--- src/common/rvPkg.sv ---
package rvPkg;

	// data, address and instruction values
	typedef logic [31:0] word;

	typedef logic [4:0] regIdx;

	typedef enum logic [3:0] {
		aluAdd   = 4'd0,
		aluSub   = 4'd1,
		aluSll   = 4'd2,
		aluSlt   = 4'd3,
		aluSltu  = 4'd4,
		aluXor   = 4'd5,
		aluSrl   = 4'd6,
		aluSra   = 4'd7,
		aluOr    = 4'd8,
		aluAnd   = 4'd9,
		aluPassB = 4'd10
	} aluOp;

	// jump is taken unconditionally
	typedef enum logic [2:0] {
		brNone = 3'd0,
		brEq   = 3'd1,
		brNe   = 3'd2,
		brLt   = 3'd3,
		brGe   = 3'd4,
		brLtu  = 3'd5,
		brGeu  = 3'd6,
		brJump = 3'd7
	} branchKind;

	typedef enum logic [1:0] {
		wbAlu     = 2'd0,
		wbMem     = 2'd1,
		wbPcPlus4 = 2'd2
	} wbSel;

	// same encoding as funct3[1:0] of loads and stores
	typedef enum logic [1:0] {
		sizeByte = 2'b00,
		sizeHalf = 2'b01,
		sizeWord = 2'b10
	} accessSize;

	typedef enum logic [6:0] {
		opLui    = 7'b0110111,
		opAuipc  = 7'b0010111,
		opJal    = 7'b1101111,
		opJalr   = 7'b1100111,
		opBranch = 7'b1100011,
		opLoad   = 7'b0000011,
		opStore  = 7'b0100011,
		opImm    = 7'b0010011,
		opOp     = 7'b0110011,
		opSystem = 7'b1110011
	} opcode;

	localparam word ebreakInst = 32'h0010_0073;

endpackage

--- src/hdl/registerFile.sv ---
module registerFile import rvPkg::*; (
	input  logic  clk,
	input  logic  rstN,
	input  regIdx rs1,
	input  regIdx rs2,
	input  regIdx rd,
	input  logic  writeEnable,
	input  word   writeData,
	output word   rs1Data,
	output word   rs2Data
);

	word regs [32];

	always_ff @(posedge clk) begin
		if (!rstN) begin
			for (int i = 0; i < 32; i++) begin
				regs[i] <= '0;
			end
		end else if (writeEnable && rd != '0) begin
			regs[rd] <= writeData;
		end
	end

	// x0 reads as zero
	assign rs1Data = (rs1 == '0) ? '0 : regs[rs1];
	assign rs2Data = (rs2 == '0) ? '0 : regs[rs2];

endmodule

--- config.mk ---
export PLATFORM = sky130hd
export DESIGN_NAME = registerFile
export DESIGN_NICKNAME = d
export VERILOG_FILES = /design/src/common/rvPkg.sv /design/src/hdl/registerFile.sv
export SDC_FILE = /design/constraint.sdc
export NUM_CORES = 2
export LEC_CHECK = 0
export ABC_AREA = 0
export BUFFER_PORTS_ARGS = -buffer_cell sky130_fd_sc_hd__clkbuf_2
export CORE_UTILIZATION = 60
export CTS_BUF_LIST = sky130_fd_sc_hd__clkbuf_8
export DETAILED_ROUTE_END_ITERATION = 10
export PLACE_DENSITY = 0.77
export SYNTH_ARGS = -nofsm -noshare
export SYNTH_HDL_FRONTEND = slang
export SYNTH_SLANG_ARGS = --single-unit
--- constraint.sdc ---
create_clock -name clk -period 5.7 [get_ports clk]
set_input_delay 0.57 -clock clk [delete_from_list [all_inputs] [get_ports clk]]
set_output_delay 0.57 -clock clk [all_outputs]
set_load 0.01 [all_outputs]
; ---- Word level (Yosys, flattened, before mapping)
; Memories as Yosys holds them, arrays and structs flattened.
; Cells that the tools add are included.
[totals]
elab_cells = 15
ff_bits = 0
out_inout_bits = 64
memories = 1
ramBits = 1024
input_bits = 50
[mem_list]
columns = memory, words, width, rd, rd_ports_with_merged_regs, write_ports, line
row1 = regs, 32, 32, 2, 0, 32, registerFile.sv:13  ; word regs [32];
[op_classes]
reduce_logical = 5
mux = 9
[op_table]
columns = operator, n
row1 = $mux W32, 3
row2 = $reduce_or A32 Y1, 1
row3 = $logic_not A5 Y1, 2
row4 = $mux W1, 5
row5 = $mux W5, 1
row6 = $reduce_bool A5 Y1, 1
row7 = $logic_and A1 B1 Y1, 1

; ---- Depth between registers and ports, before layout
[logic_depth]
ltp_word = 7
mapped_depth = 9
ltp_nobuf = 4

; ---- Worst setup path after synthesis
; OpenSTA, ideal clock, no wires.
[synth_timing]
path_kind = in2reg
start = input rstN
end = memory regs[24][0] in the netlist's numbering (enable)
t_arrival_ns = 3.640
setup_slack_ns = 1.594
required_time_ns = 5.234
path_buffers = 2
stages = 5
setup_ns = 0.466
cell_sequence = buf_2 -> nand2_1 -> or3_1 -> clkbuf_1 -> o21ai_0
[synth_lines]
columns = element, line
row1 = from (decl), registerFile.sv:3  ; input logic rstN,
row2 = to (decl), registerFile.sv:13

; ---- Worst setup path after layout
[layout_timing]
start = input rs2[1]
end = output rs2Data[19]
[layout_via]
elab_chain_len = 2
elab_cells_between_ends = 3
cone_classes = mux (1) / reduce/logical (1) / memory (1)
[layout_rtl]
columns = element, line
row1 = from (decl), registerFile.sv:5  ; input regIdx rs2,
row2 = $mem_v2 Z32 W32 or $logic_not A5 Y1 (tied branches), --
row3 = $mux W32 (*), registerFile.sv:27  ; assign rs2Data = (rs2 == '0) ? '0 : regs[rs2];
row4 = to (decl), registerFile.sv:10  ; output word rs2Data
; Every way passes the cells marked *; elsewhere a longest branch is shown, timed or not.

==> results.py <==
metrics = {
    "final_layout": {
        "largest_register_ffs": 1024,
        "area_delta_synth_final_pct": 8.92,
        "top_regs": "regs (1024)",
        "top_register": "regs",
        "fin_nets": 3592,
        "fillCellCount": 6092,
        "seqCellArea_sq_um": 30700,
        "drive_above_1_share": 0.274,
        "multiInputGateArea_sq_um": 22300,
    },
    "outcome": {
        "status": "finished clean",
    },
    "synth": {
        "synthArstFlopShare": 0,
        "ys_seq_elements": 1024,
        "synth_cell_type_count": 41,
        "synth_area_leaders": "edfxtp_1 (57%), mux4_2 (20%), and2_1 (11%)",
        "yosysTopAreaCell": "edfxtp_1",
        "yosys.cell_count.top_type": "edfxtp_1",
        "ys_seq_area_frac": 0.567,
        "yosys_warnings": 0,
        "synth_top_area_frac": 0.567,
        "syn_area_sq_um": 54200,
        "synthFlopType": "edfxtp_1",
        "synth_edf_count": 1024,
        "synth_cells": 3509,
        "synth_commonest_cells": "edfxtp_1 (1024), and2_1 (996), mux4_2 (470)",
        "syn_area_per_cell_sq_um": 15.4,
    },
    "sta": {
        "holdWs_ns": 0.326,
        "finalMaxSlewViolations": 0,
        "fin_tns_setup_ns": 0,
        "slew_headroom": 0.213,
        "hold_viol": 0,
        "rsz0062_at_grt": "false",
        "timing.fmax_mhz": 220,
        "tightest_slew_ns": 1.18,
        "fin_crit_sh": 0.799,
        "min_period_ns": 4.55,
        "setup_viol": 0,
    },
    "pwr": {
        "p_leak_nw": 20.5,
        "totalPowerFinal_mw": 17.0,
        "ir_drop_mv": 0.255,
        "p_per_area_nw_per_um2": 288,
    },
    "floorplanning": {
        "fp-row-count": 109,
        "ioPinCount": 114,
        "die_area_sq_um": 91500,
        "core_area_sq_um": 88900,
        "start_util": 0.610,
        "fp.dieH_um": 303,
        "die_w_um": 303,
    },
    "detailed_routing": {
        "wl_um": 166000,
        "wl_per_cell_um": 34.3,
        "first_pass_iters": 6,
        "via_count": 34850,
        "drcViolationCount": 0,
        "drtIter0Drc": 5257,
        "viasPerCell": 7.19,
        "ant_nets": 0,
    },
    "critical_path": {
        "path_class": "in -> out",
        "cp.required_ns": 5.13,
        "start_kind": "primary input",
        "worstPathMaxFanout": 45,
        "critPathSlowestCell": "or3b_2",
        "end_kind": "primary output",
        "crit_chain": "buf_4 -> or3b_2 -> o22ai_1 -> a2111oi_0 -> nor3_1 -> clkbuf_2",
        "max_stage_delay_ns": 0.99,
        "crit_arrival_ns": 3.98,
    },
    "global_routing": {
        "antenna_found_initial": 5,
        "grt_pass1_vias": 35278,
        "grt_pass1_wl_um": 238000,
        "overflow": 0,
        "grt_max_degree": 97,
        "grt_usage": 0.367,
    },
    "clocking": {
        "postCtsSetupRepairBufs": 0,
        "numCtsBuffers": 164,
        "cts_root_buf": "clkbuf_8",
        "holdBufCountCts": 0,
        "cts_resized": 0,
        "cts.sinks": 1024,
        "cts.path.max_buffers": 3,
        "cts_tree": "done",
        "htreeDepth": 4,
        "clkTransAtPathRegs_ns": 0.06,
    },
    "placement": {
        "gp_congestion": 0.906,
        "portBuffers": 113,
        "dp_hpwl_um": 100000,
    },
    "run": {
        "maxCapViolations": 0,
    },
    "worst_hold_path": {
        "hold_class": "in -> reg",
    },
}
[power breakdown]
part           total (mW)  internal (mW)  leakage, nW  switching [mW]
clock                5.91           2.92         1.70            2.99
sequential           8.94           8.71         9.75           0.234
combinational        2.14          0.885         9.02            1.25
[through the flow]
step | cell area [sq um] | util | setup WS [ns] | cells
after floorplan | 54300 | - | 1.59 | 3540
after global placement | 56100 | 0.630 | 1.44 | 4541
after detailed placement | 56100 | 0.630 | 1.47 | 4541
after CTS | 59000 | 0.664 | 1.47 | 4836
after global routing | 59000 | 0.664 | 1.31 | 4837
final | 59000 | 0.664 | 1.15 | 4844
[area by class of cell]
type | instances | share of cell area
tap | 1165 | 0.0247
timing repair buffer | 224 | 0.0267
clock inverter | 124 | 0.0104
multi-input combinational | 2126 | 0.377
clock buffer | 171 | 0.0399
inverter | 2 | 0.000127
antenna | 8 | 0.000339
sequential | 1024 | 0.521
[critical path, delay by kind of cell]
family	cells	cell delay, ns
buffers and inverters	2	0.84
AND/OR/NAND/NOR	2	1.36
AO/OA/AOI/OAI	2	1.18
[kinds of logic (layout without fill, tap and decap cells)]
kind of cell | count (synthesis) | in the layout | synth area share
AND/OR/NAND/NOR | 1149 | 1149 | 0.130
flip-flops | 1024 | 1024 | 0.567
multiplexers | 654 | 654 | 0.230
buffers and inverters | 390 | 521 | 0.0333
AO/OA/AOI/OAI | 291 | 291 | 0.0396
other | 1 | 40 | 0.0000692
[cells in the final DEF (no fill, tap or decap), drive strengths merged, types with 6 or more instances in the layout]
cell and instances:
a2111oi 29, a211oi 34, a21oi 10, a22o 51
a22oi 18, and2 996, buf 119, clkbuf 276
clkinv 69, conb 32, diode 8, edfxtp 1024
inv 52, mux2 30, mux2i 154, mux4 470
nand2 9, nand2b 6, nor2 36, nor2b 15
nor3 54, nor4 8, o21ai 33, o221ai 27
o22ai 79
[metal layers]
layer | vias up | global-route usage | share of wire
met4 | 4 | 0.224 | 0.067
met2 | 2956 | 0.571 | 0.47
met3 | 601 | 0.0917 | 0.13
li1 | 13699 | - | -
met1 | 17590 | 0.468 | 0.33
met5 | - | 0 | 0.00013
[final timing paths]
check | from | to | slack [ns] | cells past startpoint
worst max-delay path | rs2[1] | rs2Data[19] | 1.15 | 6
worst min-delay path | rstN | regs[21][8]$_SDFFCE_PN0P_ | 0.33 | 2
Power figures use the tool's default switching activity.
