--- src/common/rvPkg.sv ---
package rvPkg;

	// data, address and instruction values
	typedef logic [31:0] word;

	typedef logic [4:0] regIdx;

	typedef enum logic [3:0] {
		aluAdd   = 4'd0,
		aluSub   = 4'd1,
		aluSll   = 4'd2,
		aluSlt   = 4'd3,
		aluSltu  = 4'd4,
		aluXor   = 4'd5,
		aluSrl   = 4'd6,
		aluSra   = 4'd7,
		aluOr    = 4'd8,
		aluAnd   = 4'd9,
		aluPassB = 4'd10
	} aluOp;

	// jump is taken unconditionally
	typedef enum logic [2:0] {
		brNone = 3'd0,
		brEq   = 3'd1,
		brNe   = 3'd2,
		brLt   = 3'd3,
		brGe   = 3'd4,
		brLtu  = 3'd5,
		brGeu  = 3'd6,
		brJump = 3'd7
	} branchKind;

	typedef enum logic [1:0] {
		wbAlu     = 2'd0,
		wbMem     = 2'd1,
		wbPcPlus4 = 2'd2
	} wbSel;

	// same encoding as funct3[1:0] of loads and stores
	typedef enum logic [1:0] {
		sizeByte = 2'b00,
		sizeHalf = 2'b01,
		sizeWord = 2'b10
	} accessSize;

	typedef enum logic [6:0] {
		opLui    = 7'b0110111,
		opAuipc  = 7'b0010111,
		opJal    = 7'b1101111,
		opJalr   = 7'b1100111,
		opBranch = 7'b1100011,
		opLoad   = 7'b0000011,
		opStore  = 7'b0100011,
		opImm    = 7'b0010011,
		opOp     = 7'b0110011,
		opSystem = 7'b1110011
	} opcode;

	localparam word ebreakInst = 32'h0010_0073;

endpackage

--- src/hdl/alu.sv ---
module alu import rvPkg::*; (
	input  word       a,
	input  word       b,
	input  aluOp      operation,
	input  branchKind branch,
	output word       result,
	output logic      branchTaken
);

	logic [4:0] shamt;
	logic       lessSigned;
	logic       lessUnsigned;

	assign shamt = b[4:0];
	assign lessSigned = $signed(a) < $signed(b);
	assign lessUnsigned = a < b;

	always_comb begin
		case (operation)
			aluAdd:   result = a + b;
			aluSub:   result = a - b;
			aluSll:   result = a << shamt;
			aluSlt:   result = {31'b0, lessSigned};
			aluSltu:  result = {31'b0, lessUnsigned};
			aluXor:   result = a ^ b;
			aluSrl:   result = a >> shamt;
			aluSra:   result = word'($signed(a) >>> shamt);
			aluOr:    result = a | b;
			aluAnd:   result = a & b;
			aluPassB: result = b;
			default:  result = '0;
		endcase
	end

	// comparison on the register operands
	always_comb begin
		case (branch)
			brEq:    branchTaken = (a == b);
			brNe:    branchTaken = (a != b);
			brLt:    branchTaken = lessSigned;
			brGe:    branchTaken = !lessSigned;
			brLtu:   branchTaken = lessUnsigned;
			brGeu:   branchTaken = !lessUnsigned;
			brJump:  branchTaken = 1'b1;
			default: branchTaken = 1'b0;
		endcase
	end

endmodule

--- config.mk ---
export PLATFORM = sky130hd
export DESIGN_NAME = alu
export DESIGN_NICKNAME = d
export VERILOG_FILES = /design/src/common/rvPkg.sv /design/src/hdl/alu.sv
export SDC_FILE = /design/constraint.sdc
export NUM_CORES = 1
export LEC_CHECK = 0
export BUFFER_PORTS_ARGS = -buffer_cell sky130_fd_sc_hd__clkbuf_2
export CAP_MARGIN = 10
export CORE_MARGIN = 1.5
export CORE_UTILIZATION = 30
export DETAILED_ROUTE_END_ITERATION = 10
export GPL_TIMING_DRIVEN = 0
export PLACE_DENSITY = 0.55
export SLEW_MARGIN = 15
export SYNTH_ARGS = -nofsm -noshare
export SYNTH_HDL_FRONTEND = slang
export SYNTH_SLANG_ARGS = --single-unit
--- constraint.sdc ---
create_clock -name vclk -period 5.4
set_input_delay 1.08 -clock vclk [all_inputs]
set_output_delay 1.08 -clock vclk [all_outputs]
set_load 0.03 [all_outputs]
# [After elaboration in Yosys (flattened, before gate mapping)]
# Cells that the tools add are included.
[op_classes] reduce_logical=3 order_cmp=2 n_eq_ne=19 n_bitwise=3 muxes=2 n_shift=3 n_addsub=2
[op_table] op="$pmux W32 S11" count=1
[op_table] op="$lt A32 B32 Y1" count=2
[op_table] op="$add A32 B32 Y32" count=1
[op_table] op="$and A32 B32 Y32" count=1
[op_table] op="$eq A32 B32 Y1" count=1
[op_table] op="$ne A32 B32 Y1" count=1
[op_table] op="$or A32 B32 Y32" count=1
[op_table] op="$shl A32 B5 Y32" count=1
[op_table] op="$shr A32 B5 Y32" count=1
[op_table] op="$sshr A32 B5 Y32" count=1
[op_table] op="$sub A32 B32 Y32" count=1
[op_table] op="$xor A32 B32 Y32" count=1
[op_table] op="$eq A4 B3 Y1 const B" count=4
[op_table] op="$eq A3 B3 Y1 const B" count=4
[op_table] op="$eq A4 B4 Y1 const B" count=3
[op_table] op="$eq A4 B2 Y1 const B" count=2
[op_table] op="$pmux W1 S7" count=1
[op_table] op="$eq A3 B2 Y1 const B" count=2
[op_table] op="$eq A4 B1 Y1 const B" count=1
[op_table] op="$logic_not A4 Y1" count=1
[op_table] op="$eq A3 B1 Y1 const B" count=1
[op_table] op="$logic_not A1 Y1" count=2
[word_totals] elab_cells=34 output_inout_bits=33 ff_bits=0 input_bits=71

# [Depth between registers and ports, before layout]
[depth] ltp_word=3 depth_mapped=14 depth_no_buf=12

# [Least setup slack after synthesis]
# OpenSTA, ideal clock, no wires.
[synth_timing] kind="input -> output" from="input b[2]" to="output result[31]" path_buffers=3 t_required_ps=4320 setup_slack_ps=-365 arrival_ps=4685 cell_stages=13 cell_sequence="buf_2 inv_2 buf_1 clkbuf_1 ha_1 nor2_1 a21o_1 a211oi_4 o41ai_4 a2111oi_1 or4_1 o221a_1 o21ai_1"
[synth_between] elab_chain_cells=2 elab_cells_between_ends=6 cone_classes="2 x add/sub; 3 x shift; 1 x mux"
[synth_rtl] item="start: declaration" line="alu.sv:3" rtl="input word b,"
[synth_rtl] item="$sub A32 B32 Y32 (tied with other cells)" line="alu.sv:21" rtl="aluSub: result = a - b;"
[synth_rtl] item="$pmux W32 S11 (*)" line="alu.sv:19" rtl="case (operation)"
[synth_rtl] item="end: declaration" line="alu.sv:6" rtl="output word result,"
# Mark *: on every way between the ends. The rest lies on a longest branch, timed or not.

# [Worst setup path in the final report]
[layout_timing] from="input b[3]" to="output branchTaken"
[layout_between] elab_chain_cells=3 elab_cells_between_ends=7 cone_classes="2 x order compare; 2 x eq/ne; 1 x mux; 2 x reduce/logical"
[layout_rtl] item="$lt A32 B32 Y1 (on tied branches)" line="alu.sv:16, alu.sv:15"
[layout_rtl] item="$logic_not A1 Y1 (on tied branches)" line="alu.sv:43, alu.sv:41"
[layout_rtl] item="$pmux W1 S7 (*)" line="alu.sv:37" rtl="case (branch)"
[layout_rtl] item="end: declaration" line="alu.sv:7" rtl="output logic branchTaken"
# Marks and branches as above.

==> flow_metrics.env <==
export IMPL_hold_violations=0
export IMPL_cp_required_ns=4.32
export IMPL_clock_buffers=0
export IMPL_initial_core_util_pct=30.4
export IMPL_seq_cells=0
export IMPL_slew_viol_final=0
export IMPL_path_buf_inv=7
export IMPL_leakagePower_nw=4.91
export IMPL_num_nets_final=1694
export IMPL_ys_warn_count=0
export IMPL_max_cap_violations=0
export IMPL_tightest_slew_ns=0.975
export IMPL_critPathKind="input port to output pin"
export IMPL_core_um2=30500
export IMPL_timing_final_crit_share_pct=101
export IMPL_fmax_mhz=183
export IMPL_hpwl_um=46600
export IMPL_drtAntennaViolNets=0
export IMPL_power_mw=1.46
export IMPL_wl_per_cell_um=30.8
export IMPL_relSlewSlack_pct=35.0
export IMPL_syn_area_um2=9270
export IMPL_p_sw_share_pct=65.1
export IMPL_syn_nets=1548
export IMPL_drt_first_pass_iters=6
export IMPL_dieArea_um2=32000
export IMPL_setup_viol=5
export IMPL_die_y_um=179
export IMPL_synthCells=1376
export IMPL_routed_wirelength_um=59100
export IMPL_vias=13000
export IMPL_grt_pass1_vias=12000
export IMPL_post_route_min_period_ns=5.48
export IMPL_cpPeakStageDelay_ns=0.44
export IMPL_ios=104
export IMPL_outcome="finished, violations left"
export IMPL_rsz0062_at_grt="yes"
export IMPL_final_common_cell="nor2_1"
export IMPL_whs_ns=2.60
export IMPL_viasPerCell=6.77
export IMPL_final_fill_count=3326
export IMPL_end_kind="output pin"
export IMPL_grt_antenna_before_repair=2
export IMPL_grt_pass1_wl_um=83400
export IMPL_startpoint_type="input port"
export IMPL_cp_slowest_cell="a2111o_1"
export IMPL_crit_path_frequent_cell="clkbuf_16"
export IMPL_track_usage_pct=35.9
export IMPL_crit_arrival_ns=4.40
export IMPL_setup_ws_ns=-0.0772
export IMPL_pwr_share_comb_pct=100.0
export IMPL_avgSynthCellArea_um2=6.74
export IMPL_yosysUniqueCellTypes=86
export IMPL_grt_max_degree=19
export IMPL_violations="setup timing"
export IMPL_power_density_nw_per_um2=125
export IMPL_gr_total_overflow=0
export IMPL_area_delta_synth_final_pct=25.8
export IMPL_drc=0
export IMPL_drive_above_1_share_pct=25.5
export IMPL_worstPathCellList="clkbuf_16 -> inv_8 -> clkbuf_16 -> clkbuf_16 -> ha_4 -> nor2_4 -> a2111oi_4 -> o21ai_2 -> a311oi_4 -> buf_4 -> nor2_4 -> o211ai_4 -> buf_6 -> a211o_1 -> a21oi_2 -> a2111o_1 -> buf_8"
export IMPL_yosysSeqAreaShare_pct=0
export IMPL_floorplan_rows=64
export IMPL_vdd_drop_max_mv=0.0589
export IMPL_n_antenna_cell=0
export IMPL_p_int_mw=0.508
export IMPL_seq_power_share_pct=0
export IMPL_final_util_pct=38.2
export IMPL_place_gp_congestion=1.09
export IMPL_cp_top_family="compound AO/OA/AOI/OAI gates"
export IMPL_die_x_um=179
export IMPL_io_buffers=103
export IMPL_layout_common_cells="nor2_1, a21oi_1, nand2_1"
export IMPL_postCtsHoldBufs=0
export IMPL_power_switching_mw=0.949
export IMPL_regArea_um2=0
export IMPL_crit_fanout=7
export IMPL_hold_path_class="input port to output pin"
export IMPL_p_clk_share_pct=0
export IMPL_initialDrtViolationCount=2064
cells by family after synthesis:
group	after synthesis	synth area share (%)
AOI/OAI and AO/OA	532	39.6
muxes	103	16.4
adders and majority gates	101	13.8
xor gates and xnor gates	3	0.283
and+or+nand+nor	422	20.8
buffers and inverters	215	9.07
final cells by class:
cell class | count | area [µm²] | share of cell area, %
inverter | 103 | 415 | 3.56
buffer | 105 | 641 | 5.49
tap | 396 | 495 | 4.25
timing repair buffer | 151 | 1040 | 8.94
multi-input combinational | 1161 | 9070 | 77.8
routing by layer:
| metal | track usage, % | wire, µm |
|---|---|---|
| met2 | 55.5 | 25400 |
| met5 | 0 | 10 |
| met1 | 48.8 | 23900 |
| met4 | 15.7 | 3240 |
| met3 | 5.96 | 6540 |
metrics by stage:
stage | TNS [ns] | instances | setup slack [ns] | cell area [µm²]
2_1_floorplan | -0.0357 | 1376 | -0.0357 | 9280
3_3_place_gp | -32.86 | 1875 | -1.57 | 10300
3_5_place_dp | -30.70 | 1876 | -1.53 | 10300
4_1_cts | -0.0793 | 1901 | -0.0431 | 11200
5_1_grt | -0.365 | 1916 | -0.124 | 11700
6_report | -0.144 | 1916 | -0.0772 | 11700
repair_timing:
action,CTS,global route
endpoints found under the setup margin,33,26
setup buffers,28,20
pin swaps,25,26
resized for setup,183,99
hold endpoints to repair,0,0
final timing paths:
kind              startpoint          end  cells after the start
setup / recovery        b[3]  branchTaken                     17
hold / removal         b[15]   result[15]                      4
cell usage after synthesis (27+ instances only):
cell type / number / area (µm²)
ha_1: 99 / 1240
inv_1: 99 / 372
mux2i_1: 50 / 500
nand3_1: 35 / 175
nand2_1: 107 / 402
mux4_2: 38 / 856
a21oi_1: 142 / 711
o21ai_0: 99 / 495
nor2_1: 171 / 642
clkbuf_1: 75 / 282
o211ai_1: 27 / 203
a211oi_1: 37 / 278
power groups by stage:
| stage | sequential, mW | combinational (mW) | clock [mW] |
|---|---|---|---|
| floorplan | 0 | 0.773 | 0 |
| global placement | 0 | 1.22 | 0 |
| detailed placement | 0 | 1.21 | 0 |
| CTS | 0 | 1.34 | 0 |
| global route | 0 | 1.52 | 0 |
| finish | 0 | 1.46 | 0 |
Note: power is estimated with default switching activity, not from simulation.
