**src/common/rvPkg.sv**
```systemverilog
package rvPkg;

	// data, address and instruction values
	typedef logic [31:0] word;

	typedef logic [4:0] regIdx;

	typedef enum logic [3:0] {
		aluAdd   = 4'd0,
		aluSub   = 4'd1,
		aluSll   = 4'd2,
		aluSlt   = 4'd3,
		aluSltu  = 4'd4,
		aluXor   = 4'd5,
		aluSrl   = 4'd6,
		aluSra   = 4'd7,
		aluOr    = 4'd8,
		aluAnd   = 4'd9,
		aluPassB = 4'd10
	} aluOp;

	// jump is taken unconditionally
	typedef enum logic [2:0] {
		brNone = 3'd0,
		brEq   = 3'd1,
		brNe   = 3'd2,
		brLt   = 3'd3,
		brGe   = 3'd4,
		brLtu  = 3'd5,
		brGeu  = 3'd6,
		brJump = 3'd7
	} branchKind;

	typedef enum logic [1:0] {
		wbAlu     = 2'd0,
		wbMem     = 2'd1,
		wbPcPlus4 = 2'd2
	} wbSel;

	// same encoding as funct3[1:0] of loads and stores
	typedef enum logic [1:0] {
		sizeByte = 2'b00,
		sizeHalf = 2'b01,
		sizeWord = 2'b10
	} accessSize;

	typedef enum logic [6:0] {
		opLui    = 7'b0110111,
		opAuipc  = 7'b0010111,
		opJal    = 7'b1101111,
		opJalr   = 7'b1100111,
		opBranch = 7'b1100011,
		opLoad   = 7'b0000011,
		opStore  = 7'b0100011,
		opImm    = 7'b0010011,
		opOp     = 7'b0110011,
		opSystem = 7'b1110011
	} opcode;

	localparam word ebreakInst = 32'h0010_0073;

endpackage

```
**src/hdl/pcUnit.sv**
```systemverilog
module pcUnit import rvPkg::*; #(
	parameter word resetVector = 32'h0000_0000
) (
	input  logic clk,
	input  logic rstN,
	input  logic branchTaken,
	input  word  jalrTarget,
	input  word  imm,
	input  logic halt,
	input  logic isJalr,
	output word  pc,
	output word  pcPlus4
);

	word nextPc;

	assign pcPlus4 = pc + 32'd4;

	// jalr wins over the branch adder
	always_comb begin
		if (isJalr) begin
			nextPc = {jalrTarget[31:1], 1'b0};
		end else if (branchTaken) begin
			nextPc = pc + imm;
		end else begin
			nextPc = pcPlus4;
		end
	end

	always_ff @(posedge clk) begin
		if (!rstN) begin
			pc <= resetVector;
		end else if (!halt) begin
			pc <= nextPc;
		end
	end

endmodule

```
**config.mk**
```make
export PLATFORM = sky130hd
export DESIGN_NAME = pcUnit
export DESIGN_NICKNAME = d
export VERILOG_FILES = /design/src/common/rvPkg.sv /design/src/hdl/pcUnit.sv
export SDC_FILE = /design/constraint.sdc
export NUM_CORES = 1
export LEC_CHECK = 0
export ABC_AREA = 0
export BUFFER_PORTS_ARGS = -buffer_cell sky130_fd_sc_hd__buf_4
export CORE_MARGIN = 4
export CORE_UTILIZATION = 53
export DETAILED_ROUTE_END_ITERATION = 12
export PLACE_DENSITY = 0.94
export SLEW_MARGIN = 20
export SYNTH_ARGS = -nofsm -noshare
export SYNTH_HDL_FRONTEND = slang
export SYNTH_SLANG_ARGS = --single-unit
export TNS_END_PERCENT = 30
```
**constraint.sdc**
```tcl
create_clock -name clk -period 3.05 [get_ports clk]
set_clock_uncertainty 0.2 [all_clocks]
set_input_delay 0.305 -clock clk [delete_from_list [all_inputs] [get_ports clk]]
set_output_delay 0.305 -clock clk [all_outputs]
set_load 0.005 [all_outputs]
```
After elaboration in Yosys (flattened, before gate mapping)
Index checks and enable logic that the tools add are counted.
W data, S select, Z words.

word-level totals
  flip-flop bits (word level) = 32
  logic and storage cells = 5
  input bits = 69
  output and inout bits = 64

operators by class
  add/subtract/negate cells = 2
  multiplexer cells = 2

operator list
  cell                     number
  $mux W32                 2
  $add A32 B3 Y32 const B  1
  $add A32 B32 Y32         1

Longest topological paths before layout
  depth after elaboration = 3
  gate-level depth with buffers = 11
  depth with buffers taken out = 11

Least setup slack after synthesis
OpenSTA, ideal clock, no wires.

  path kind = reg-to-reg
  from = register pc[9]
  to = register pc[29]
  cell stages (with the launch flop) = 11
  library setup time = 0.095 ns
  setup slack = 0.486 ns
  required time = 2.755 ns
  arrival = 2.268 ns
  path buffers = 1
  clock period less this slack = 2.564 ns
  cells stage by stage = dfxtp_1 -> ha_1 -> clkbuf_2 -> and3_1 -> a221o_1 -> a21oi_1 -> o21ai_2 -> a31oi_1 -> o21ai_1 -> xnor2_1 -> a221oi_1

between the ends
  longest elaborated chain between the ends = 3
  elaborated cells on any way between the ends = 4
  those cells by class = 2 x add/sub; 2 x mux

ends and longest elaborated chain
  what                                                        RTL line                    source
  start: declaration                                          pcUnit.sv:11                output word pc,
  start signal: assignment                                    pcUnit.sv:32                pc <= resetVector;
  start signal: assignment                                    pcUnit.sv:34                pc <= nextPc;
  $add A32 B3 Y32 / $add A32 B32 Y32 (equally long branches)  pcUnit.sv:17, pcUnit.sv:24
  $mux W32 (*)                                                pcUnit.sv:23                end else if (branchTaken) begin
  $mux W32 (*)                                                pcUnit.sv:21                if (isJalr) begin

Mark *: on every way between the ends. The rest lies on a longest branch, timed or not.
A chain may end at the register's enable or synchronous reset.

Final worst setup path
  from = register pc[2]
  to = output pcPlus4[18]

between the ends
  longest elaborated chain between the ends = 1

ends and longest elaborated chain
  what              RTL line      source
  $add A32 B3 Y32   pcUnit.sv:17  assign pcPlus4 = pc + 32'd4;
  end: declaration  pcUnit.sv:12  output word pcPlus4

No other way between the ends.

==> impl_metrics.ini <==
[yosys]
yosysWarnings = 0
synth_area_per_cell_um2 = 7.10
synth.net_count = 686
synthDominantCellAreaShare_pct = 15.4
synth_cell_types = 68
synthDominantAreaCellType = sky130_fd_sc_hd__dfxtp_1
yosys-top-cells-area = sky130_fd_sc_hd__dfxtp_1 (15%), sky130_fd_sc_hd__ha_1 (9.7%), sky130_fd_sc_hd__a21oi_1 (7.2%)
synth_sequential_area_ratio_pct = 15.4
syn_inst_count = 584
synth_ff_type = sky130_fd_sc_hd__dfxtp_1
synth_common_cells = sky130_fd_sc_hd__nand2_1 (65), sky130_fd_sc_hd__a21oi_1 (60), sky130_fd_sc_hd__o21ai_0 (51)
async_set_or_reset_register_ratio_after_synthesis_pct = 0
mapped_cell_area_um2 = 4150
ys_ff_latch = 32
synth_enable_flop_cells = 0
synth_most_common_cell = sky130_fd_sc_hd__nand2_1

[floorplanning]
std_cell_rows = 31
io_pins = 133
initial_core_util_pct = 55.7
coreArea_um2 = 7450
horizontal_die_dimension_um = 96.5
chipHeight_um = 96.5
area_of_the_die_um2 = 9310

[clocking]
tritoncts = done
clock_root_cell = sky130_fd_sc_hd__clkbuf_8
post_cts_buffers = 0
clock_latency_ns = 0.30
clockBufferDepth = 2
tritoncts.num_buffers = 5
h_tree_lvl_count = 2
clkSinkCount = 32
worst_path_clk_slew_ns = 0.08

[timing]
finalHoldViolations = 0
timing_worst_slew_pin_value_ns = 0.697
drv_slew = 0
max-slew-margin-rel_pct = 53.4
setup_repair_after_global_routing_missed_its_margin = true
setup_total_negative_slack_ns = 0
highest_achievable_clock_rate_mhz = 339
finalSetupViolations = 0
post-route-period-util_pct = 96.7
min_period_ns = 2.95

[critical_path]
worst_r2r_endpoint = pc[16]
worst_ep_arrival_time_ns = 2.45
launch_instance_of_the_worst_register_to_register_path = pc[0]
crit_path_max_incr_delay_ns = 0.40
reg2reg_setup_slack_ns = 0.11
cell_with_the_biggest_individual_delay_on_the_critical_path = sky130_fd_sc_hd__dfxtp_1
timing.critical_path.max_delay_family = simple AND/OR/NAND/NOR gates
cp_num_cells = 9
critPathRequiredTime_ns = 2.54
cp-start-kind = flip-flop
path_buf_inv = 3
cp_max_fo = 9
crit_path_end_kind = output port
path_common_cell = sky130_fd_sc_hd__buf_4
reg2reg_depth = 10
crit_chain = buf_4 -> ha_1 -> and4_1 -> and2_1 -> buf_4 -> nand3_1 -> nor2_1 -> xor2_1 -> buf_4
kind_of_critical_path = flip-flop to output port

[global_routing]
vias_in_the_first_global_route = 4638
gr-total-overflow = 0
maximum_number_of_pins_on_one_net_before_global_route_repair = 36
grt.total_usage_pct = 34.8
wire_length_of_the_first_global_routing_pass_mm = 24.7
antenna_found_initial = 0

[route]
firstDrtPassIters = 5
detail_route.wirelength_mm = 16.4
post_drt_via_cell_ratio = 6.28
avgRoutedWirePerCell_um = 20.0
drt_iter0_markers = 545
antenna_violating_nets_post_route = 0
vias = 5143
post-route-drc-count = 0

[placement]
numPlacedInstances = 811
place_area_um2 = 5350
io_buffer_count = 131
routability_driven_placement_congestion_ratio = 0.998
post-dp-hpwl_mm = 13.0

[outcome]
status = completed

[worst_hold_path]
hold-path-cell-count = 3
timing.hold.worst.start = jalrTarget[17]
min_path_type = input pin to flip-flop
end_point_of_the_worst_hold_path = pc[17]

[layout]
max_ffs_per_register = 32
antenna-diode-count = 0
count_of_non_filler_cells_in_the_finished_layout = 819
top_register = pc
finish.instance_area_um2 = 5470
nNetsFinal = 821
ff_latch_area_um2 = 641
final_util_pct = 73.4
multiInputGateArea_um2 = 3290
layout-drive-gt1-share_pct = 26.1
fill_cells = 606
area_delta_synth_final_pct = 31.8
layout_top_registers = pc: 32 flops

[power_and_ir_drop]
vdd_ir_drop_max_mv = 0.189
p_leak_nw = 2.59
power.density_cell_area_nw_per_um2 = 352

[run]
max_cap_viols = 0
-- power breakdown --
part	switching (mW)	internal, mW	leakage (nW)
clock network	0.193	0.242	0.0541
logic	0.542	0.440	2.27
registers	0.0503	0.455	0.264
-- stage by stage --
stage	hold WS, ns	setup WS [ns]	power (mW)
2_1_floorplan	0.300	0.486	1.06
3_3_place_gp	0.298	0.161	1.45
3_5_place_dp	0.332	0.0493	1.47
4_1_cts	0.102	0.0364	1.90
5_1_grt	0.123	-0.0254	2.03
6_report	0.103	0.0995	1.92
-- cell type report --
class / count / share of cell area [%]
multi-input combinational: 496 / 60.2
sequential: 32 / 11.7
clock buffer: 5 / 1.26
timing repair buffer: 162 / 22.2
clock inverter: 3 / 0.778
inverter: 22 / 1.51
tap: 99 / 2.27
-- how the worst max path moves through the flow --
stage,start,endpoint,slack [ns]
2_1_floorplan,pc[9],pc[29],0.49
6_report,pc[2],pcPlus4[18],0.1
3_3_place_gp,imm[0],pc[30],0.16
5_1_grt,pc[13],pcPlus4[31],-0.03
4_1_cts,pc[0],pc[30],0.04
3_5_place_dp,imm[0],pc[30],0.05
-- placed cells by master (no fill, tap or decap), types with 3 or more instances in the layout --
master and instances:
sky130_fd_sc_hd__and4_1 3, sky130_fd_sc_hd__nand2b_1 6, sky130_fd_sc_hd__o2bb2ai_1 4, sky130_fd_sc_hd__nor2_1 44
sky130_fd_sc_hd__mux2i_1 5, sky130_fd_sc_hd__ha_1 32, sky130_fd_sc_hd__nor4_1 3, sky130_fd_sc_hd__a211oi_1 4
sky130_fd_sc_hd__a22oi_1 7, sky130_fd_sc_hd__a22o_1 4, sky130_fd_sc_hd__buf_4 162, sky130_fd_sc_hd__o211ai_1 3
sky130_fd_sc_hd__xor2_1 19, sky130_fd_sc_hd__a31oi_1 6, sky130_fd_sc_hd__nor2b_1 5, sky130_fd_sc_hd__and3_1 7
sky130_fd_sc_hd__o21ai_0 51, sky130_fd_sc_hd__o21bai_1 3, sky130_fd_sc_hd__a221oi_1 7, sky130_fd_sc_hd__dfxtp_1 32
sky130_fd_sc_hd__o21a_1 5, sky130_fd_sc_hd__a21o_1 19, sky130_fd_sc_hd__o31ai_1 6, sky130_fd_sc_hd__nand4_1 11
sky130_fd_sc_hd__nand2_1 65, sky130_fd_sc_hd__nand3_1 20, sky130_fd_sc_hd__o22ai_1 3, sky130_fd_sc_hd__inv_1 21
sky130_fd_sc_hd__clkbuf_8 5, sky130_fd_sc_hd__nor3_1 11, sky130_fd_sc_hd__o2111ai_1 3, sky130_fd_sc_hd__o221ai_1 5
sky130_fd_sc_hd__xnor2_1 34, sky130_fd_sc_hd__and2_1 6, sky130_fd_sc_hd__a21oi_1 60
-- cell families (layout without fill, tap and decap cells) --
logic type	after synthesis	in the layout	synth area share, %
mux	5	5	1.21
fa+ha+maj	33	33	10.1
buf+inv	56	192	5.46
compound gates	208	208	32.2
xor+xnor	54	54	11.6
simple gates	196	196	23.9
flops	32	32	15.4
-- timing repair --
action,CTS,global route
resized for setup,0,3
hold buffers,0,0
setup endpoints to repair,0,8
-- worst min-delay path, cell delays in order --
cell and delay, ns:
sky130_fd_sc_hd__buf_4 0.07, sky130_fd_sc_hd__a221oi_1 0.07, sky130_fd_sc_hd__a21oi_1 0.12
-- routing by layer --
layer	GRT usage (%)	routed length, um	vias up
li1	-	-	2413
met1	50.4	7040	2376
met2	53.1	7130	320
met3	6.12	1870	34
met4	9.23	348	0
met5	0	0	-
Note: power is estimated with default switching activity, not from simulation.
