[src/common/rvPkg.sv]
package rvPkg;

	// data, address and instruction values
	typedef logic [31:0] word;

	typedef logic [4:0] regIdx;

	typedef enum logic [3:0] {
		aluAdd   = 4'd0,
		aluSub   = 4'd1,
		aluSll   = 4'd2,
		aluSlt   = 4'd3,
		aluSltu  = 4'd4,
		aluXor   = 4'd5,
		aluSrl   = 4'd6,
		aluSra   = 4'd7,
		aluOr    = 4'd8,
		aluAnd   = 4'd9,
		aluPassB = 4'd10
	} aluOp;

	// jump is taken unconditionally
	typedef enum logic [2:0] {
		brNone = 3'd0,
		brEq   = 3'd1,
		brNe   = 3'd2,
		brLt   = 3'd3,
		brGe   = 3'd4,
		brLtu  = 3'd5,
		brGeu  = 3'd6,
		brJump = 3'd7
	} branchKind;

	typedef enum logic [1:0] {
		wbAlu     = 2'd0,
		wbMem     = 2'd1,
		wbPcPlus4 = 2'd2
	} wbSel;

	// same encoding as funct3[1:0] of loads and stores
	typedef enum logic [1:0] {
		sizeByte = 2'b00,
		sizeHalf = 2'b01,
		sizeWord = 2'b10
	} accessSize;

	typedef enum logic [6:0] {
		opLui    = 7'b0110111,
		opAuipc  = 7'b0010111,
		opJal    = 7'b1101111,
		opJalr   = 7'b1100111,
		opBranch = 7'b1100011,
		opLoad   = 7'b0000011,
		opStore  = 7'b0100011,
		opImm    = 7'b0010011,
		opOp     = 7'b0110011,
		opSystem = 7'b1110011
	} opcode;

	localparam word ebreakInst = 32'h0010_0073;

endpackage

[src/decode/controlDecoder.sv]
module controlDecoder import rvPkg::*; (
	input  logic      rstN,
	input  word       inst,
	output aluOp      aluOperation,
	output logic      srcAIsPc,
	output logic      srcBIsImm,
	output logic      regWrite,
	output logic      memWrite,
	output logic      loadSigned,
	output logic      isJalr,
	output logic      halt,
	output branchKind branch,
	output accessSize size,
	output wbSel      writeBackSel
);

	opcode      op;
	logic [2:0] funct3;
	logic [6:0] funct7;
	logic       regWriteRaw;
	logic       memWriteRaw;
	logic       shiftOk;
	logic       opOk;

	assign op = opcode'(inst[6:0]);
	assign funct3 = inst[14:12];
	assign funct7 = inst[31:25];

	function automatic aluOp aluFromFunct3(input logic [2:0] f3, input logic alt);
		aluOp sel;
		case (f3)
			3'b000: sel = alt ? aluSub : aluAdd;
			3'b001: sel = aluSll;
			3'b010: sel = aluSlt;
			3'b011: sel = aluSltu;
			3'b100: sel = aluXor;
			3'b101: sel = alt ? aluSra : aluSrl;
			3'b110: sel = aluOr;
			default: sel = aluAnd;
		endcase
		return sel;
	endfunction

	// slli needs funct7 zero, srli/srai allow bit 30
	assign shiftOk = (funct3 == 3'b001) ? (funct7 == 7'b0000000) :
		(funct3 == 3'b101) ? (funct7 == 7'b0000000 || funct7 == 7'b0100000) : 1'b1;
	assign opOk = (funct7 == 7'b0000000) ||
		(funct7 == 7'b0100000 && (funct3 == 3'b000 || funct3 == 3'b101));

	always_comb begin
		// anything unmatched stays a bubble
		aluOperation = aluAdd;
		srcAIsPc = 1'b0;
		srcBIsImm = 1'b0;
		regWriteRaw = 1'b0;
		memWriteRaw = 1'b0;
		loadSigned = 1'b0;
		isJalr = 1'b0;
		halt = 1'b0;
		branch = brNone;
		size = sizeWord;
		writeBackSel = wbAlu;
		case (op)
			opLui: begin
				aluOperation = aluPassB;
				srcBIsImm = 1'b1;
				regWriteRaw = 1'b1;
			end
			opAuipc: begin
				srcAIsPc = 1'b1;
				srcBIsImm = 1'b1;
				regWriteRaw = 1'b1;
			end
			opJal: begin
				branch = brJump;
				regWriteRaw = 1'b1;
				writeBackSel = wbPcPlus4;
			end
			opJalr: begin
				if (funct3 == 3'b000) begin
					srcBIsImm = 1'b1;
					isJalr = 1'b1;
					regWriteRaw = 1'b1;
					writeBackSel = wbPcPlus4;
				end
			end
			opBranch: begin
				case (funct3)
					3'b000: branch = brEq;
					3'b001: branch = brNe;
					3'b100: branch = brLt;
					3'b101: branch = brGe;
					3'b110: branch = brLtu;
					3'b111: branch = brGeu;
					default: branch = brNone;
				endcase
			end
			opLoad: begin
				if (funct3[1:0] != 2'b11 && !(funct3[2] && funct3[1])) begin
					srcBIsImm = 1'b1;
					regWriteRaw = 1'b1;
					loadSigned = !funct3[2];
					size = accessSize'(funct3[1:0]);
					writeBackSel = wbMem;
				end
			end
			opStore: begin
				if (!funct3[2] && funct3[1:0] != 2'b11) begin
					srcBIsImm = 1'b1;
					memWriteRaw = 1'b1;
					size = accessSize'(funct3[1:0]);
				end
			end
			opImm: begin
				if (shiftOk) begin
					aluOperation = aluFromFunct3(funct3, inst[30] && funct3 == 3'b101);
					srcBIsImm = 1'b1;
					regWriteRaw = 1'b1;
				end
			end
			opOp: begin
				if (opOk) begin
					aluOperation = aluFromFunct3(funct3, inst[30]);
					regWriteRaw = 1'b1;
				end
			end
			opSystem: begin
				halt = (inst == ebreakInst);
			end
			default: begin
				halt = 1'b0;
			end
		endcase
	end

	assign regWrite = regWriteRaw && rstN && !halt;
	assign memWrite = memWriteRaw && rstN && !halt;

endmodule

[config.mk]
export PLATFORM = sky130hd
export DESIGN_NAME = controlDecoder
export DESIGN_NICKNAME = d
export VERILOG_FILES = /design/src/common/rvPkg.sv /design/src/decode/controlDecoder.sv
export SDC_FILE = /design/constraint.sdc
export NUM_CORES = 1
export LEC_CHECK = 0
export BUFFER_PORTS_ARGS = -buffer_cell sky130_fd_sc_hd__clkbuf_2
export CORE_MARGIN = 4
export CORE_UTILIZATION = 31
export DETAILED_ROUTE_END_ITERATION = 6
export GPL_TIMING_DRIVEN = 1
export PLACE_DENSITY = 0.75
export SLEW_MARGIN = 40
export SYNTH_ARGS = -nofsm -noshare
export SYNTH_HDL_FRONTEND = slang
export SYNTH_SLANG_ARGS = --single-unit
[constraint.sdc]
create_clock -name vclk -period 3
set_input_delay 0.15 -clock vclk [all_inputs]
set_output_delay 0.15 -clock vclk [all_outputs]
set_load 0.05 [all_outputs]
; ---- Yosys cells after proc, flatten, opt, wreduce, memory -nomap -nowiden
; Cells that the tools add are included.
[word_totals]
reg_bits = 0
inputBits = 33
out_inout_bits = 18
elab_cells = 71
[classes]
n_eq_ne = 20
muxes = 32
n_reduce_logical = 19
[op_table]
columns = cell, count
row1 = 4-bit one-hot mux with 7 select lines, 2
row2 = "32-bit by 21-bit equality test with 1-bit output, second input constant", 1
row3 = "7-bit by 6-bit equality test with 1-bit output, second input constant", 4
row4 = "7-bit equality test, second input constant", 4
row5 = 1-bit two-way mux, 18
row6 = 3-bit one-hot mux with 6 select lines, 1
row7 = "7-bit by 5-bit equality test with 1-bit output, second input constant", 2
row8 = "3-bit equality test, second input constant", 4
row9 = 4-bit one-hot mux with 3 select lines, 1
row10 = 1-bit one-hot mux with 5 select lines, 2
row11 = 1-bit logical AND, 9
row12 = 4-bit two-way mux, 2
row13 = "7-bit by 2-bit equality test with 1-bit output, second input constant", 1
row14 = 7-bit zero test, 1
row15 = "3-bit by 2-bit equality test with 1-bit output, second input constant", 2
row16 = 2-bit two-way mux, 3
row17 = 2-bit one-hot mux with 3 select lines, 1
row18 = 3-bit one-hot mux with 2 select lines, 1
row19 = 2-bit one-hot mux with 2 select lines, 1
row20 = "3-bit by 1-bit equality test with 1-bit output, second input constant", 1
row21 = 1-bit zero test, 3
row22 = 3-bit zero test, 1
row23 = 1-bit logical OR, 3
row24 = 3-bit OR reduction, 1
row25 = other kinds (2), 2

; ---- Logic depth before layout (Yosys ltp)
[depth]
depth_word = 8
ltp_mapped = 5

; ---- Least setup slack after synthesis
; Ideal clock, no wire load.
[synth_timing]
kind = input -> output
startpoint = input inst[25]
endpoint = output halt
arrival_time_ns = 2.525
required_ns = 2.850
path_slack_ns = 0.325
path_stages = 3
n_path_buf = 0
path_cell_list = or4_4 > or2_1 > nor4_1
[synth_between]
elab_chain_cells = 2
[synth_rtl]
columns = item, line_no
row1 = from (decl), controlDecoder.sv:3  ; input word inst,
row2 = 32-bit by 21-bit equality test with 1-bit output, controlDecoder.sv:128  ; halt = (inst == ebreakInst);
row3 = 1-bit two-way mux, controlDecoder.sv:63  ; case (op)
row4 = to (decl), controlDecoder.sv:11  ; output logic halt,
; Every way passes these cells.

; ---- Worst setup path after layout
[layout_timing]
startpoint = input inst[25]
endpoint = output memWrite
[layout_between]
elab_chain_cells = 4
[layout_rtl]
columns = item, line_no
row1 = 32-bit by 21-bit equality test with 1-bit output, controlDecoder.sv:128
row2 = 1-bit two-way mux, controlDecoder.sv:63
row3 = 1-bit zero test, controlDecoder.sv:137  ; assign memWrite = memWriteRaw && rstN && !halt;
row4 = 1-bit logical AND, controlDecoder.sv:137
row5 = to (decl), controlDecoder.sv:8  ; output logic memWrite,
; Every way passes these cells.

==> impl_metrics.env <==
export IMPL_status="finished, final reports clean"
export IMPL_rsz0062_at_grt="no"
export IMPL_die_height_um=48.38
export IMPL_grt_usage_pct=13.88
export IMPL_syn_area_per_cell_um2=6.319
export IMPL_critPathLaunch="inst[25]"
export IMPL_crit_required_ns=2.85
export IMPL_power_switching_mw=0.03847
export IMPL_dp_final_hpwl_um=1512
export IMPL_num_vias=787
export IMPL_nFlopsAndLatches=0
export IMPL_die_area_mm2=0.002341
export IMPL_swShare_pct=57.42
export IMPL_crit_chain="clkbuf_2 -> or4_4 -> or2_1 -> o41ai_2 -> nor3_1 -> clkbuf_2"
export IMPL_syn_inst=80
export IMPL_core_area_mm2=0.001524
export IMPL_drc=0
export IMPL_p_int_mw=0.02852
export IMPL_synth_fp_nets=113
export IMPL_drive_above_1_share_pct=45.67
export IMPL_fin_crit_ns=1.993
export IMPL_grt_pass1_wl_um=2911
export IMPL_leakage_nw=0.3701
export IMPL_initial_core_util_pct=33.17
export IMPL_setup_violations=0
export IMPL_cts_hold_buf=0
export IMPL_critical_path_slowest_cell="or4_4"
export IMPL_holdCritPathClass="in2out"
export IMPL_yosysSeqAreaShare_pct=0
export IMPL_pwr_share_seq_pct=0
export IMPL_ir_drop_mv=0.03741
export IMPL_area_delta_synth_final_pct=51.49
export IMPL_grt_start_max_net_pins=15
export IMPL_post_cts_setup_buffer_count=0
export IMPL_wl_per_cell_um=11.85
export IMPL_boundaryPins=51
export IMPL_yosys_top_cells_area="nand2_1, nor2_1, nor3_1, nor4_4, o31ai_4"
export IMPL_cp_max_fo=3
export IMPL_regArea_um2=0
export IMPL_port_buffers=51
export IMPL_grt_antenna_before_repair=0
export IMPL_setup_worst_path_class="in2out"
export IMPL_grt_pass1_vias=688
export IMPL_drt_iter0_markers=12
export IMPL_worst_path_most_repeated_cell="clkbuf_2"
export IMPL_clkPwrFrac_pct=0
export IMPL_hold_viol=0
export IMPL_dieWidth_um=48.38
export IMPL_max_cap_violations=0
export IMPL_p_per_area_mw_per_mm2=87.48
export IMPL_yosysTopAreaCellShare_pct=6.683
export IMPL_drtAntennaViolNets=0
export IMPL_nets=162
export IMPL_cts_resized=0
export IMPL_n_clock_buffer=0
export IMPL_setup_tns_ns=0
export IMPL_overflow=0
export IMPL_antenna_cells=0
export IMPL_start_kind="input port"
export IMPL_worst_setup_path_end_kind="output pin"
export IMPL_netlist_area_um2=505.5
export IMPL_via_per_inst=5.503
export IMPL_min_delay_start="rstN"
export IMPL_maxSlewViolCount=0
export IMPL_fin_crit_sh_pct=66.43
export IMPL_arrival_ns=1.84
export IMPL_fmax_mhz=501.8
export IMPL_critical_path_endpoint="memWrite"
export IMPL_worstMarginPinSlew_ns=0.4072
export IMPL_yosysUniqueCellTypes=37
export IMPL_holdWs_ns=0.7236
export IMPL_slew_headroom_pct=72.64
export IMPL_yosysWarningCount=0
export IMPL_routed_wl_um=1694
export IMPL_drt_pass1_iterations=4
export IMPL_cp_slowest_stage_delay_ns=0.57
export IMPL_synth_common_cells="nand2_1, nor2_1, inv_1, nor3_1"
export IMPL_comb_power_share_pct=100.0
export IMPL_gp_congestion=0.7956
export IMPL_rows=14
export IMPL_yosysTopAreaCell="nand2_1"
export IMPL_yosysMostFrequentCell="nand2_1"
-- power groups by stage --
stage               sequential (mW)  clock (mW)  combinational, mW
floorplan                         0           0             0.0363
global placement                  0           0             0.0655
detailed placement                0           0             0.0668
CTS                               0           0             0.0670
global route                      0           0             0.0751
finish                            0           0             0.0670
-- routing by layer --
metal	track usage [%]	wire length, um	vias up	share of wire, %
met5	0	0	-	0
met4	0	0	0	0
met3	3.988	230	0	14
met2	23.91	776	44	46
met1	17.96	686	340	40
li1	-	-	403	-
-- cell families (layout without fill, tap and decap cells) --
group / count (synthesis) / after routing / synth area share, %
XOR/XNOR: 1 / 1 / 1.733
buffers and inverters: 9 / 56 / 6.683
AO/OA/AOI/OAI: 23 / 23 / 35.15
AND/OR/NAND/NOR: 47 / 47 / 56.43
-- worst max-delay path, delay by kind of cell --
family | cells | cell delay [ns]
AO/OA/AOI/OAI | 1 | 0.43
buffers and inverters | 2 | 0.33
AND/OR/NAND/NOR | 3 | 0.93
-- cell usage in the layout, fill, tap and decap left out, types with 2 or more instances in the layout --
cell and n:
clkbuf_2 51, nor4_1 3, nand2_1 9, nor2_1 7, o21ai_1 2, a22oi_1 2, nor3b_1 2, o31ai_1 2
o21ai_0 4, a21oi_1 3, nor3_1 5, nand2b_1 2, inv_1 5, nor2b_1 3, or3_1 2, or2_2 2
o41ai_1 2, nand3b_1 2
-- worst min path at each step --
stage / to / depth (start not counted)
final: regWrite / 4
after CTS: regWrite / 4
after global routing: regWrite / 4
after detailed placement: regWrite / 4
after global placement: memWrite / 4
after floorplan: regWrite / 2
-- per-stage QoR --
step	instance area, um2	std cells	utilization, %	setup WS [ns]	power, mW
after global placement	765.7	143	50.25	1.016	0.06550
after global routing	765.7	143	50.25	0.9098	0.07506
final	765.7	143	50.25	1.007	0.06699
after floorplan	505.5	80	-	0.3248	0.03635
after CTS	765.7	143	50.25	1.010	0.06695
after detailed placement	765.7	143	50.25	1.014	0.06681
-- cell type report --
cell class,count,area (um2)
multi-input cells,71,471.7
well taps,16,20.02
repair buffers,51,255.2
inverters,5,18.77
fillers,155,758.2
Note: power is estimated with default switching activity, not from simulation.
